### config.mk
export PLATFORM = sky130hd
export DESIGN_NAME = mips
export DESIGN_NICKNAME = d
export VERILOG_FILES = /design/src/source/mips_bus_pkg.sv /design/src/source/mips_isa_pkg.sv /design/src/source/mips_ifs.sv /design/src/source/bus_master.sv /design/src/source/controller.sv /design/src/source/datapath.sv /design/src/source/instr_mem.sv /design/src/source/mips.sv
export SDC_FILE = /design/constraint.sdc
export NUM_CORES = 2
export LEC_CHECK = 0
export BUFFER_PORTS_ARGS = -buffer_cell sky130_fd_sc_hd__buf_4
export CAP_MARGIN = 40
export CORE_ASPECT_RATIO = 0.7
export CORE_MARGIN = 1.5
export CORE_UTILIZATION = 42
export DETAILED_ROUTE_END_ITERATION = 16
export GPL_TIMING_DRIVEN = 0
export HOLD_SLACK_MARGIN = 0.02
export PLACE_DENSITY = 0.55
export SYNTH_ARGS = -nofsm -noshare
export SYNTH_HDL_FRONTEND = slang
export SYNTH_SLANG_ARGS = --single-unit
### constraint.sdc
create_clock -name clk -period 12.64 [get_ports clk]
set_clock_uncertainty 0.05 [all_clocks]
set_input_delay 1.896 -clock clk [delete_from_list [all_inputs] [get_ports clk]]
set_output_delay 1.896 -clock clk [all_outputs]
set_load 0.005 [all_outputs]
### src/source/mips_bus_pkg.sv
`default_nettype none

package mips_bus_pkg;

  localparam int CWIDTH = 8;
  typedef logic [CWIDTH-1:0] bus_ctrl_t;

  // Bit positions in the bus control field
  localparam int CTRL_WAIT     = 0;
  localparam int CTRL_WRITE    = 1;
  localparam int CTRL_BURST_LO = 2;
  localparam int CTRL_BURST_HI = 4;  // Burst length of zero means one word

  localparam int IMEM_DEPTH = 64;
  typedef logic [$clog2(IMEM_DEPTH)-1:0] imem_addr_t;

  typedef enum logic [2:0] {
    BUS_IDLE,
    BUS_REQ,   // Waiting for bus_master_ack
    BUS_ADDR,
    BUS_DATA,  // Repeats while the slave holds wait
    BUS_DONE
  } bus_state_e;

endpackage

`default_nettype wire

### src/source/mips_isa_pkg.sv
`default_nettype none

package mips_isa_pkg;

  typedef logic [31:0] word_t;     // Data, address and instruction word
  typedef logic [4:0]  reg_addr_t;
  typedef logic [5:0]  opcode_t;
  typedef logic [5:0]  funct_t;

  // Primary opcodes of the supported subset
  localparam opcode_t OP_RTYPE = 6'h00;
  localparam opcode_t OP_J     = 6'h02;
  localparam opcode_t OP_BEQ   = 6'h04;
  localparam opcode_t OP_ADDIU = 6'h09;
  localparam opcode_t OP_LW    = 6'h23;
  localparam opcode_t OP_SW    = 6'h2b;

  // R-type funct codes
  localparam funct_t FN_ADDU = 6'h21;
  localparam funct_t FN_SUBU = 6'h23;
  localparam funct_t FN_AND  = 6'h24;
  localparam funct_t FN_OR   = 6'h25;
  localparam funct_t FN_SLT  = 6'h2a;

  typedef enum logic [2:0] {
    ALU_ADD,
    ALU_SUB,  // Also used for the beq compare
    ALU_AND,
    ALU_OR,
    ALU_SLT   // Signed compare
  } alu_op_e;

endpackage

`default_nettype wire

### src/source/mips_ifs.sv
`default_nettype none

// Decode results, controller to datapath
interface ctrl_if import mips_isa_pkg::*; ();
  logic    reg_dst;
  logic    alu_src;
  logic    mem_to_reg;
  logic    reg_write;
  logic    mem_read;
  logic    mem_write;
  logic    branch;
  logic    jump;
  alu_op_e alu_op;

  modport controller (output reg_dst, alu_src, mem_to_reg, reg_write, mem_read,
                      mem_write, branch, jump, alu_op);
  modport datapath   (input reg_dst, alu_src, mem_to_reg, reg_write, mem_read,
                      mem_write, branch, jump, alu_op);
endinterface

// Load/store handshake between datapath and bus master
interface mem_if import mips_isa_pkg::*; ();
  logic  req;    // Level held until done
  logic  write;
  word_t addr;
  word_t wdata;
  logic  stall;
  word_t rdata;
  logic  done;   // One-cycle pulse

  modport datapath   (output req, write, addr, wdata, input stall, rdata, done);
  modport bus_master (input req, write, addr, wdata, output stall, rdata, done);
endinterface

`default_nettype wire

### src/source/bus_master.sv
`default_nettype none

module bus_master import mips_isa_pkg::*, mips_bus_pkg::*; (
  input  logic         clk,
  input  logic         reset,
  mem_if.bus_master    mem,
  input  logic         bus_master_ack,
  input  logic         bus_wait,
  input  word_t        bus_data_in,
  output logic         bus_req,
  output logic         bus_write,
  output logic         bus_drive_data,  // Selects bus_word_out onto the bus
  output word_t        bus_word_out
);

  bus_state_e state;
  bus_state_e state_next;
  word_t      rdata_q;

  always_comb begin
    state_next = state;
    case (state)
      BUS_IDLE: if (mem.req) state_next = BUS_REQ;
      BUS_REQ:  if (bus_master_ack) state_next = BUS_ADDR;
      BUS_ADDR: state_next = BUS_DATA;
      BUS_DATA: if (!bus_wait) state_next = BUS_DONE;
      BUS_DONE: state_next = BUS_IDLE;  // req drops for at least this edge
      default:  state_next = BUS_IDLE;
    endcase
  end

  always_ff @(posedge clk) begin
    if (reset) begin
      state <= BUS_IDLE;
    end else begin
      state <= state_next;
    end
  end

  // Load data taken on the last data phase
  always_ff @(posedge clk) begin
    if (state == BUS_DATA && !bus_wait) begin
      rdata_q <= bus_data_in;
    end
  end

  assign bus_req = (state == BUS_REQ) || (state == BUS_ADDR) || (state == BUS_DATA);
  assign bus_write = mem.write && ((state == BUS_ADDR) || (state == BUS_DATA));

  // Address phase, then store data
  assign bus_drive_data = (state == BUS_ADDR) || (state == BUS_DATA && mem.write);
  assign bus_word_out   = (state == BUS_ADDR) ? mem.addr : mem.wdata;

  assign mem.rdata = rdata_q;
  assign mem.done  = (state == BUS_DONE);
  assign mem.stall = mem.req && (state != BUS_DONE);  // Core frozen until done

  // The core keeps its request up until the access is done
  a_req_held: assert property (@(posedge clk) disable iff (reset)
    (state != BUS_IDLE) |-> mem.req)
    else $error("bus_master: mem.req dropped during an access");

endmodule

`default_nettype wire

### src/source/controller.sv
`default_nettype none

module controller import mips_isa_pkg::*; (
  input  word_t              instr,
  ctrl_if.controller         ctrl
);

  opcode_t opcode;
  funct_t  funct;

  assign opcode = instr[31:26];
  assign funct  = instr[5:0];

  always_comb begin
    // No-op unless the opcode is recognised
    ctrl.reg_dst    = 1'b0;
    ctrl.alu_src    = 1'b0;
    ctrl.mem_to_reg = 1'b0;
    ctrl.reg_write  = 1'b0;
    ctrl.mem_read   = 1'b0;
    ctrl.mem_write  = 1'b0;
    ctrl.branch     = 1'b0;
    ctrl.jump       = 1'b0;
    ctrl.alu_op     = ALU_ADD;

    case (opcode)
      OP_RTYPE: begin
        ctrl.reg_dst   = 1'b1;  // Destination in rd
        ctrl.reg_write = 1'b1;
        case (funct)
          FN_ADDU: ctrl.alu_op = ALU_ADD;
          FN_SUBU: ctrl.alu_op = ALU_SUB;
          FN_AND:  ctrl.alu_op = ALU_AND;
          FN_OR:   ctrl.alu_op = ALU_OR;
          FN_SLT:  ctrl.alu_op = ALU_SLT;
          default: ctrl.reg_write = 1'b0;  // Unsupported funct
        endcase
      end
      OP_ADDIU: begin
        ctrl.alu_src   = 1'b1;
        ctrl.reg_write = 1'b1;
      end
      OP_LW: begin
        ctrl.alu_src    = 1'b1;  // Base plus offset
        ctrl.mem_to_reg = 1'b1;
        ctrl.reg_write  = 1'b1;
        ctrl.mem_read   = 1'b1;
      end
      OP_SW: begin
        ctrl.alu_src   = 1'b1;
        ctrl.mem_write = 1'b1;
      end
      OP_BEQ: begin
        ctrl.branch = 1'b1;
        ctrl.alu_op = ALU_SUB;  // Equal when the difference is zero
      end
      OP_J: begin
        ctrl.jump = 1'b1;
      end
      default: begin
      end
    endcase
  end

endmodule

`default_nettype wire

### src/source/datapath.sv
`default_nettype none

module datapath import mips_isa_pkg::*; (
  input  logic       clk,
  input  logic       reset,
  input  logic       hold,       // Program load in progress
  input  word_t      instr,
  output word_t      pc,
  ctrl_if.datapath   ctrl,
  mem_if.datapath    mem,
  input  reg_addr_t  debug_ra4,
  output word_t      debug_rd4
);

  word_t     rf [32];
  reg_addr_t rs;
  reg_addr_t rt;
  reg_addr_t rd;
  reg_addr_t rf_wa;
  word_t     rd1;
  word_t     rd2;
  word_t     imm_ext;
  word_t     src_b;
  word_t     alu_result;
  word_t     wb_data;
  word_t     pc_plus4;
  word_t     pc_branch;
  word_t     pc_jump;
  word_t     pc_next;
  logic      mem_op;
  logic      step;       // Instruction completes this cycle
  logic      rf_we;
  logic      zero;

  assign rs      = instr[25:21];
  assign rt      = instr[20:16];
  assign rd      = instr[15:11];
  assign imm_ext = {{16{instr[15]}}, instr[15:0]};

  // Register 0 reads as zero
  assign rd1       = (rs == '0) ? '0 : rf[rs];
  assign rd2       = (rt == '0) ? '0 : rf[rt];
  assign debug_rd4 = (debug_ra4 == '0) ? '0 : rf[debug_ra4];

  assign src_b = ctrl.alu_src ? imm_ext : rd2;

  always_comb begin
    case (ctrl.alu_op)
      ALU_ADD: alu_result = rd1 + src_b;
      ALU_SUB: alu_result = rd1 - src_b;
      ALU_AND: alu_result = rd1 & src_b;
      ALU_OR:  alu_result = rd1 | src_b;
      ALU_SLT: alu_result = {31'b0, $signed(rd1) < $signed(src_b)};
      default: alu_result = '0;
    endcase
  end

  assign zero = (alu_result == '0);

  // Memory request to the bus master
  assign mem_op    = ctrl.mem_read | ctrl.mem_write;
  assign mem.req   = mem_op & ~hold;
  assign mem.write = ctrl.mem_write;
  assign mem.addr  = alu_result;
  assign mem.wdata = rd2;

  // Memory instructions finish on done, the rest in one cycle
  assign step = ~hold & (mem_op ? mem.done : ~mem.stall);

  assign pc_plus4  = pc + 32'd4;
  assign pc_branch = pc_plus4 + {imm_ext[29:0], 2'b00};
  assign pc_jump   = {pc_plus4[31:28], instr[25:0], 2'b00};

  always_comb begin
    if (ctrl.jump) pc_next = pc_jump;
    else if (ctrl.branch && zero) pc_next = pc_branch;
    else pc_next = pc_plus4;
  end

  always_ff @(posedge clk) begin
    if (reset) begin
      pc <= '0;
    end else if (step) begin
      pc <= pc_next;
    end
  end

  assign rf_wa   = ctrl.reg_dst ? rd : rt;
  assign wb_data = ctrl.mem_to_reg ? mem.rdata : alu_result;
  assign rf_we   = step & ctrl.reg_write & (rf_wa != '0);

  always_ff @(posedge clk) begin
    if (rf_we) begin
      rf[rf_wa] <= wb_data;
    end
  end

  // Address must not move under an open bus access
  a_addr_stable: assert property (@(posedge clk) disable iff (reset)
    (mem.req && !mem.done) |=> (mem.req && $stable(mem.addr)))
    else $error("datapath: mem.addr changed while req high");

endmodule

`default_nettype wire

### src/source/instr_mem.sv
`default_nettype none

module instr_mem import mips_isa_pkg::*, mips_bus_pkg::*; (
  input  logic  clk,
  input  logic  reset,
  input  logic  bus_slave_en,
  input  logic  bus_we,
  input  word_t bus_data_in,
  input  word_t pc,
  output word_t instr
);

  word_t      imem [IMEM_DEPTH];
  imem_addr_t load_addr;
  imem_addr_t rd_addr;
  logic       addr_taken;  // Start word of this load already seen

  always_ff @(posedge clk) begin
    if (reset) begin
      addr_taken <= 1'b0;
      load_addr  <= '0;
    end else if (!bus_slave_en) begin
      addr_taken <= 1'b0;  // Next load starts with a fresh address word
    end else if (bus_we) begin
      if (!addr_taken) begin
        load_addr  <= imem_addr_t'(bus_data_in);
        addr_taken <= 1'b1;
      end else begin
        load_addr <= load_addr + 1'b1;
      end
    end
  end

  // Program words follow the address word
  always_ff @(posedge clk) begin
    if (bus_slave_en && bus_we && addr_taken) begin
      imem[load_addr] <= bus_data_in;
    end
  end

  assign rd_addr = imem_addr_t'(pc >> 2);  // Word index of the PC
  assign instr   = imem[rd_addr];

  // Start address sent by the loading agent must fit the array
  a_load_addr_range: assert property (@(posedge clk) disable iff (reset)
    (bus_slave_en && bus_we && !addr_taken) |-> (bus_data_in < IMEM_DEPTH))
    else $error("instr_mem: load address %0d beyond depth", bus_data_in);

endmodule

`default_nettype wire

### src/source/mips.sv
`default_nettype none

module mips import mips_isa_pkg::*, mips_bus_pkg::*; (
  input  logic      clk,
  input  logic      reset_ext,
  input  bus_ctrl_t bus_ctrl_in,
  input  logic      bus_master_ack,
  input  logic      bus_slave_en,
  input  reg_addr_t debug_ra4,
  output bus_ctrl_t bus_ctrl_out,
  output logic      bus_req,
  output word_t     debug_rd4,
  input  word_t     bus_data_in,
  output word_t     bus_data_out
);

  logic  reset;
  logic  bus_wait;
  logic  bus_we;
  logic  bus_write;
  logic  bus_drive_data;
  word_t bus_word_out;
  word_t pc;
  word_t instr;

  ctrl_if u_ctrl ();
  mem_if  u_mem ();

  always_ff @(posedge clk) begin
    reset <= reset_ext;  // One register stage on the external reset
  end

  assign bus_wait = bus_ctrl_in[CTRL_WAIT];
  assign bus_we   = bus_ctrl_in[CTRL_WRITE];

  always_comb begin
    bus_ctrl_out = '0;  // Wait stays low
    bus_ctrl_out[CTRL_WRITE] = bus_write;
    bus_ctrl_out[CTRL_BURST_HI:CTRL_BURST_LO] = '0;  // Single word
  end

  assign bus_data_out = bus_drive_data ? bus_word_out : '0;

  instr_mem u_instr_mem (.clk(clk), .reset(reset), .bus_slave_en(bus_slave_en),
                         .bus_we(bus_we), .bus_data_in(bus_data_in), .pc(pc),
                         .instr(instr));

  controller u_controller (.instr(instr), .ctrl(u_ctrl.controller));

  datapath u_datapath (.clk(clk), .reset(reset), .hold(bus_slave_en), .instr(instr),
                       .pc(pc), .ctrl(u_ctrl.datapath), .mem(u_mem.datapath),
                       .debug_ra4(debug_ra4), .debug_rd4(debug_rd4));

  bus_master u_bus_master (.clk(clk), .reset(reset), .mem(u_mem.bus_master),
                           .bus_master_ack(bus_master_ack), .bus_wait(bus_wait),
                           .bus_data_in(bus_data_in), .bus_req(bus_req),
                           .bus_write(bus_write), .bus_drive_data(bus_drive_data),
                           .bus_word_out(bus_word_out));

endmodule

`default_nettype wire

# [Word level (Yosys, flattened, before mapping)]
# Memory sizes are Yosys's and may differ from the RTL's. A register that Yosys moved wholly into a read port is not among the register bits.
# Cells that the tools add are included.
[op_classes] add_sub_neg=5 mul=0 n_div=0 n_lt_le_gt_ge=1 n_eq_ne=22 shift=0 mux=33 bitwise_logic=9 reduce_logical=26
[op_table] operator="$mux 32" n=9
[op_table] operator="$pmux 32 s5" n=1
[op_table] operator="$add 32x32->32" n=2
[op_table] operator="$eq 6x6->1 const B" n=7
[op_table] operator="$add 32x3->32 const B" n=1
[op_table] operator="$and 32x32->32" n=1
[op_table] operator="$logic_not 32->1" n=1
[op_table] operator="$lt 32x32->1" n=1
[op_table] operator="$or 32x32->32" n=1
[op_table] operator="$sub 32x32->32" n=1
[op_table] operator="$pmux 3 s4" n=2
[op_table] operator="$mux 6" n=3
[op_table] operator="$logic_not 5->1" n=3
[op_table] operator="$eq 3x2->1 const B" n=4
[op_table] operator="$mux 1" n=12
[op_table] operator="$mux 3" n=3
[op_table] operator="$logic_and 1x1->1" n=7
[op_table] operator="$add 6x1->6 const B" n=1
[op_table] operator="$eq 3x1->1 const B" n=2
[op_table] operator="$eq 3x3->1 const B" n=2
[op_table] operator="$eq 6x2->1 const B" n=1
[op_table] operator="$eq 6x3->1 const B" n=1
[op_table] operator="$eq 6x4->1 const B" n=1
[op_table] operator="$logic_not 3->1" n=2
[op_table] operator="other kinds (18)" n=27
[word_totals] reg_bits=75 latch_bits=0 ram_bits=3072 mem_bits_ro=0 inputBits=49 out_inout_bits=73 word_cells=104 memories=2
[mem_list] name="u_instr_mem.imem" words=64 width=32 rd=1 rd_clocked_by_memory_dff=1 write_ports=1 line_no="instr_mem.sv:13" rtl="word_t imem [IMEM_DEPTH];"
[mem_list] name="u_datapath.rf" words=32 width=32 rd=3 rd_clocked_by_memory_dff=0 write_ports=1 line_no="datapath.sv:15" rtl="word_t rf [32];"

# [Depth between registers and ports, before layout]
[depth] depth_word=12 depth_mapped=46 depth_no_buf=31

# [Hierarchy]
# A second synthesis with hierarchy kept.
[unflattened] cells_unflattened=7472 area_unflattened_um2=144656.2
[modules_own_cells] mod="instr_mem" instances=1 cells_each=3339 area_each_um2=77981.0 seq_area_each_um2=61639.1
[modules_own_cells] mod="datapath" instances=1 cells_each=3972 area_each_um2=64607.0 seq_area_each_um2=31350.1
[modules_own_cells] mod="bus_master" instances=1 cells_each=88 area_each_um2=1529.0 seq_area_each_um2=1021.0
[modules_own_cells] mod="mips" instances=1 cells_each=45 area_each_um2=339.1 seq_area_each_um2=20.0
[modules_own_cells] mod="controller" instances=1 cells_each=28 area_each_um2=200.2 seq_area_each_um2=0.0

# [Worst setup path after synthesis]
# OpenSTA, ideal clock, no wires.
[synth_path] path_type="reg2out" startpoint="reg with a tool-made name" endpoint="out bus_data_out[31]" arrival_time_ns=9.800 t_required_ns=10.694 path_slack_ns=0.894 stages_incl_launch_ff=38 path_buffers=18 cell_sequence="dfxtp_1 -> buf_6 -> buf_6 -> buf_6 -> buf_6 -> buf_4 -> buf_6 -> buf_6 -> buf_4 -> buf_2 -> buf_4 -> buf_4 -> buf_4 -> buf_2 -> buf_2 -> buf_2 -> clkbuf_1 -> buf_1 -> [2 not listed] -> mux4_2 -> mux2_2 -> ha_1 -> clkbuf_1 -> nand3_1 -> nor2_1 -> a211o_1 -> a221o_1 -> a41o_1 -> a221oi_1 -> o21ai_0 -> a2111oi_0 -> o21ai_0 -> o41ai_1 -> o221ai_1 -> nor2b_1 -> a21o_1 -> a22o_1"
[synth_rtl] element="end: declaration" line_no="mips.sv:14" rtl="output word_t bus_data_out"

==> out/results.txt <==
Slew margin rel. = 28.8%
CTS tree = yes
Setup ws final = 0.0686 ns
Top delay family on crit path = buffers and inverters
CTS Root Cell = clkbuf_16
Main flop type after synthesis = edfxtp_1
Skew-Pair Late Insertion Delay = 0.93 ns
Clock transition at path regs = 0.07 ns
Initial antenna violation count = 39
Psw = 14.5 mW
CP Capture Type = output port
Post-DP Area = 0.159 mm^2
Die area = 0.342 mm^2
Fmax = 79.5 MHz
Ys async rst share = 0%
# setup viols final = 0
Starting Density = 42.3%
Worst hold path class = reg2reg
Max Buffers Root-to-Sink = 4
Post-Syn Instances = 7302
Share of cells above drive strength 1 = 36.9%
Syn-to-layout area delta = 21.0%
PwrDens = 226 mW/mm^2
Row cnt = 178
Vias per inst = 6.74
Slew @ Worst Pin = 1.06 ns
Outcome = completed
Largest net degree at the start of global routing = 67
Gr ovfl total = 0
Register Area = 0.0937 mm^2
# fillers = 26900
Crit-path slowest cell = mux4_2
Critical path required time = 10.69 ns
Yosys warns = 0
Power, Total = 38.9 mW
Tcrit/Tclk final = 99.5%
Final Critical Period = 12.57 ns
Num CTS Buffers = 324
DRT antenna net count = 0
Post-route DRC = 0
Height of the die = 490 um
Mapped cell area = 0.142 mm^2
Total GRT Usage = 32.7%
Sequential-to-total area share from yosys stat = 65.9%
Vias in the first global route = 83300
Drt total wl = 568 mm
Endpoints failing hold = 0
Area of the multi-input gates = 0.0480 mm^2
Number of synthesized register bits = 3127
Worst path bufs/invs = 17
CP most frequent cell = buf_6
TNS Setup = 0 ns
CP startpoint kind = flop
Vias = 88900
Pint = 24.4 mW
Nets@finish = 8560
Most frequent cells in the layout = edfxtp_1, mux4_2, mux2i_1
Switching part of the total = 37.3%
Post-synthesis cell type count = 81
Power share of the clock group = 24.5%
Post-synth EDFFs = 3104
Peak VDD IR = 0.272 mV
Most common cell after layout, fill and taps aside = edfxtp_1
Syn avg cell area = 19.5 um^2
Final HPWL DP = 415 mm
Post-layout util = 51.1%
Input/output buffers = 105
CTS Sinks = 3127
Worst EP arrival = 10.63 ns
Max Cap Viol = 0
Die X = 698 um
Critical Setup Path Class = reg2out
Drt pass-1 iters = 6
Comb power frac = 39.5%
First-pass GRT wire length = 751 mm
WL/cell = 43.1 um
GPL Wtd Cong = 0.986
Initial DRC count = 15800
I/O Pins = 122
Hold buffers post-CTS = 0
Slowest cell delay on critical path = 0.56 ns
DP Worst Slack = -4.56 ns
Slew Viols, Final = 0
CP max FO = 19
Cell area after layout = 0.172 mm^2
Core region area = 0.336 mm^2
Register share of total power = 36.0%
CTS H-tree depth = 5
Leakage Power = 55.2 nW
sequential cells by signal, indices dropped and copies added, names as in the netlist, named ones only:
name	flops
reset	1
u_bus_master.mem.rdata	32
u_bus_master.state	3
u_datapath.pc	6
u_datapath.rf	1024
u_instr_mem.addr_taken	1
u_instr_mem.imem	2048
u_instr_mem.load_addr	6
synthesized netlist by cell type (all sizes together), types with 6 or more instances:
cell    count  share of area (%)
a211oi    138               0.74
buf       231               0.82
nor3       26              0.092
mux2      104               0.82
o21bai     13              0.069
o21ai     119               0.42
xnor2      14              0.086
nand4      17              0.075
a22o       29               0.18
or3        17              0.075
o22ai      17              0.075
dfxtp      23               0.32
mux2i     415                2.9
a22oi      98               0.52
ha        107               0.94
o21a       11              0.058
nand2     189               0.50
o211ai     12              0.063
o41ai       6              0.042
a31oi       9              0.040
a221o       9              0.063
clkbuf    295               0.78
a21oi     164               0.58
nand2b     18              0.079
inv       114               0.30
a221oi     19               0.12
nor2      309               0.82
edfxtp   3104                 66
and2       11              0.048
or4         8              0.042
o221ai     12              0.074
nand3      67               0.24
nand3b      6              0.032
mux4     1330                 21
xor2        8              0.049
nor2b      85               0.37
nor4       19               0.10
or2        10              0.044
a21o       37               0.20
path summary, 6_finish.rpt:
path	startpoint	endpoint	slack, ns	cells after the start
setup / recovery	flop	bus_data_out[15]	0.07	37
hold / removal	u_datapath.pc[7]	flop	0.51	2
setup reg to reg	flop	flop	1.01	37
hold reg to reg	u_datapath.pc[7]	flop	0.51	2
power groups by stage:
| stage | Clock, mW | Sequential, mW | Combinational (mW) |
|---|---|---|---|
| 3_5_place_dp | 0 | 14.2 | 13.7 |
| 3_3_place_gp | 0 | 14.4 | 12.1 |
| 2_1_floorplan | 0 | 14.2 | 6.59 |
| 5_1_grt | 9.97 | 14.0 | 15.5 |
| 6_report | 9.54 | 14.0 | 15.3 |
| 4_1_cts | 9.61 | 14.0 | 14.4 |
through the flow:
stage | hold slack (ns) | cells
floorplan | 0.408 | 7340
global placement | 0.451 | 11900
detailed placement | 0.469 | 12500
CTS | 0.492 | 13100
global route | 0.525 | 13200
finish | 0.509 | 13200
layer usage:
metal | GRT usage [%] | routed length [um]
met1 | 49.0 | 233000
met2 | 43.9 | 228000
met3 | 12.7 | 85800
met4 | 9.87 | 20900
met5 | 0 | 823
worst register-to-register path, delay by kind of cell (launching register included):
kind / cells / cell delay, ns
buffers and inverters: 15 / 3.40
AOI/OAI and AO/OA: 10 / 3.12
and+or+nand+nor: 8 / 2.86
muxes: 3 / 1.36
DFF: 1 / 0.42
adders and majority gates: 1 / 0.28
cell families after synthesis:
kind of cell	synth area share, %
xor+xnor	0.136
compound gates	3.59
buf+inv	1.90
other cells	0.00264
fa+ha+maj	0.984
flops	65.9
mux	24.8
simple gates	2.65
area by class of cell:
cell class | instances | share of cell area [%]
well taps | 4500 | 3.27
inverters | 114 | 0.251
clock buffers | 390 | 5.01
multi-input cells | 3573 | 27.9
clock inverters | 195 | 0.945
repair buffers | 757 | 6.38
diodes | 22 | 0.0320
flip-flops and latches | 3127 | 54.5
plain buffers | 504 | 1.70
what timing repair did:
item	in CTS	in global routing
endpoints found under the hold margin	0	0
buffers inserted	41	22
pin swaps	34	40
setup endpoints to repair	940	15
resized for setup	466	127
gates cloned	1	0
No activity file was read; power rests on OpenSTA's default activity.
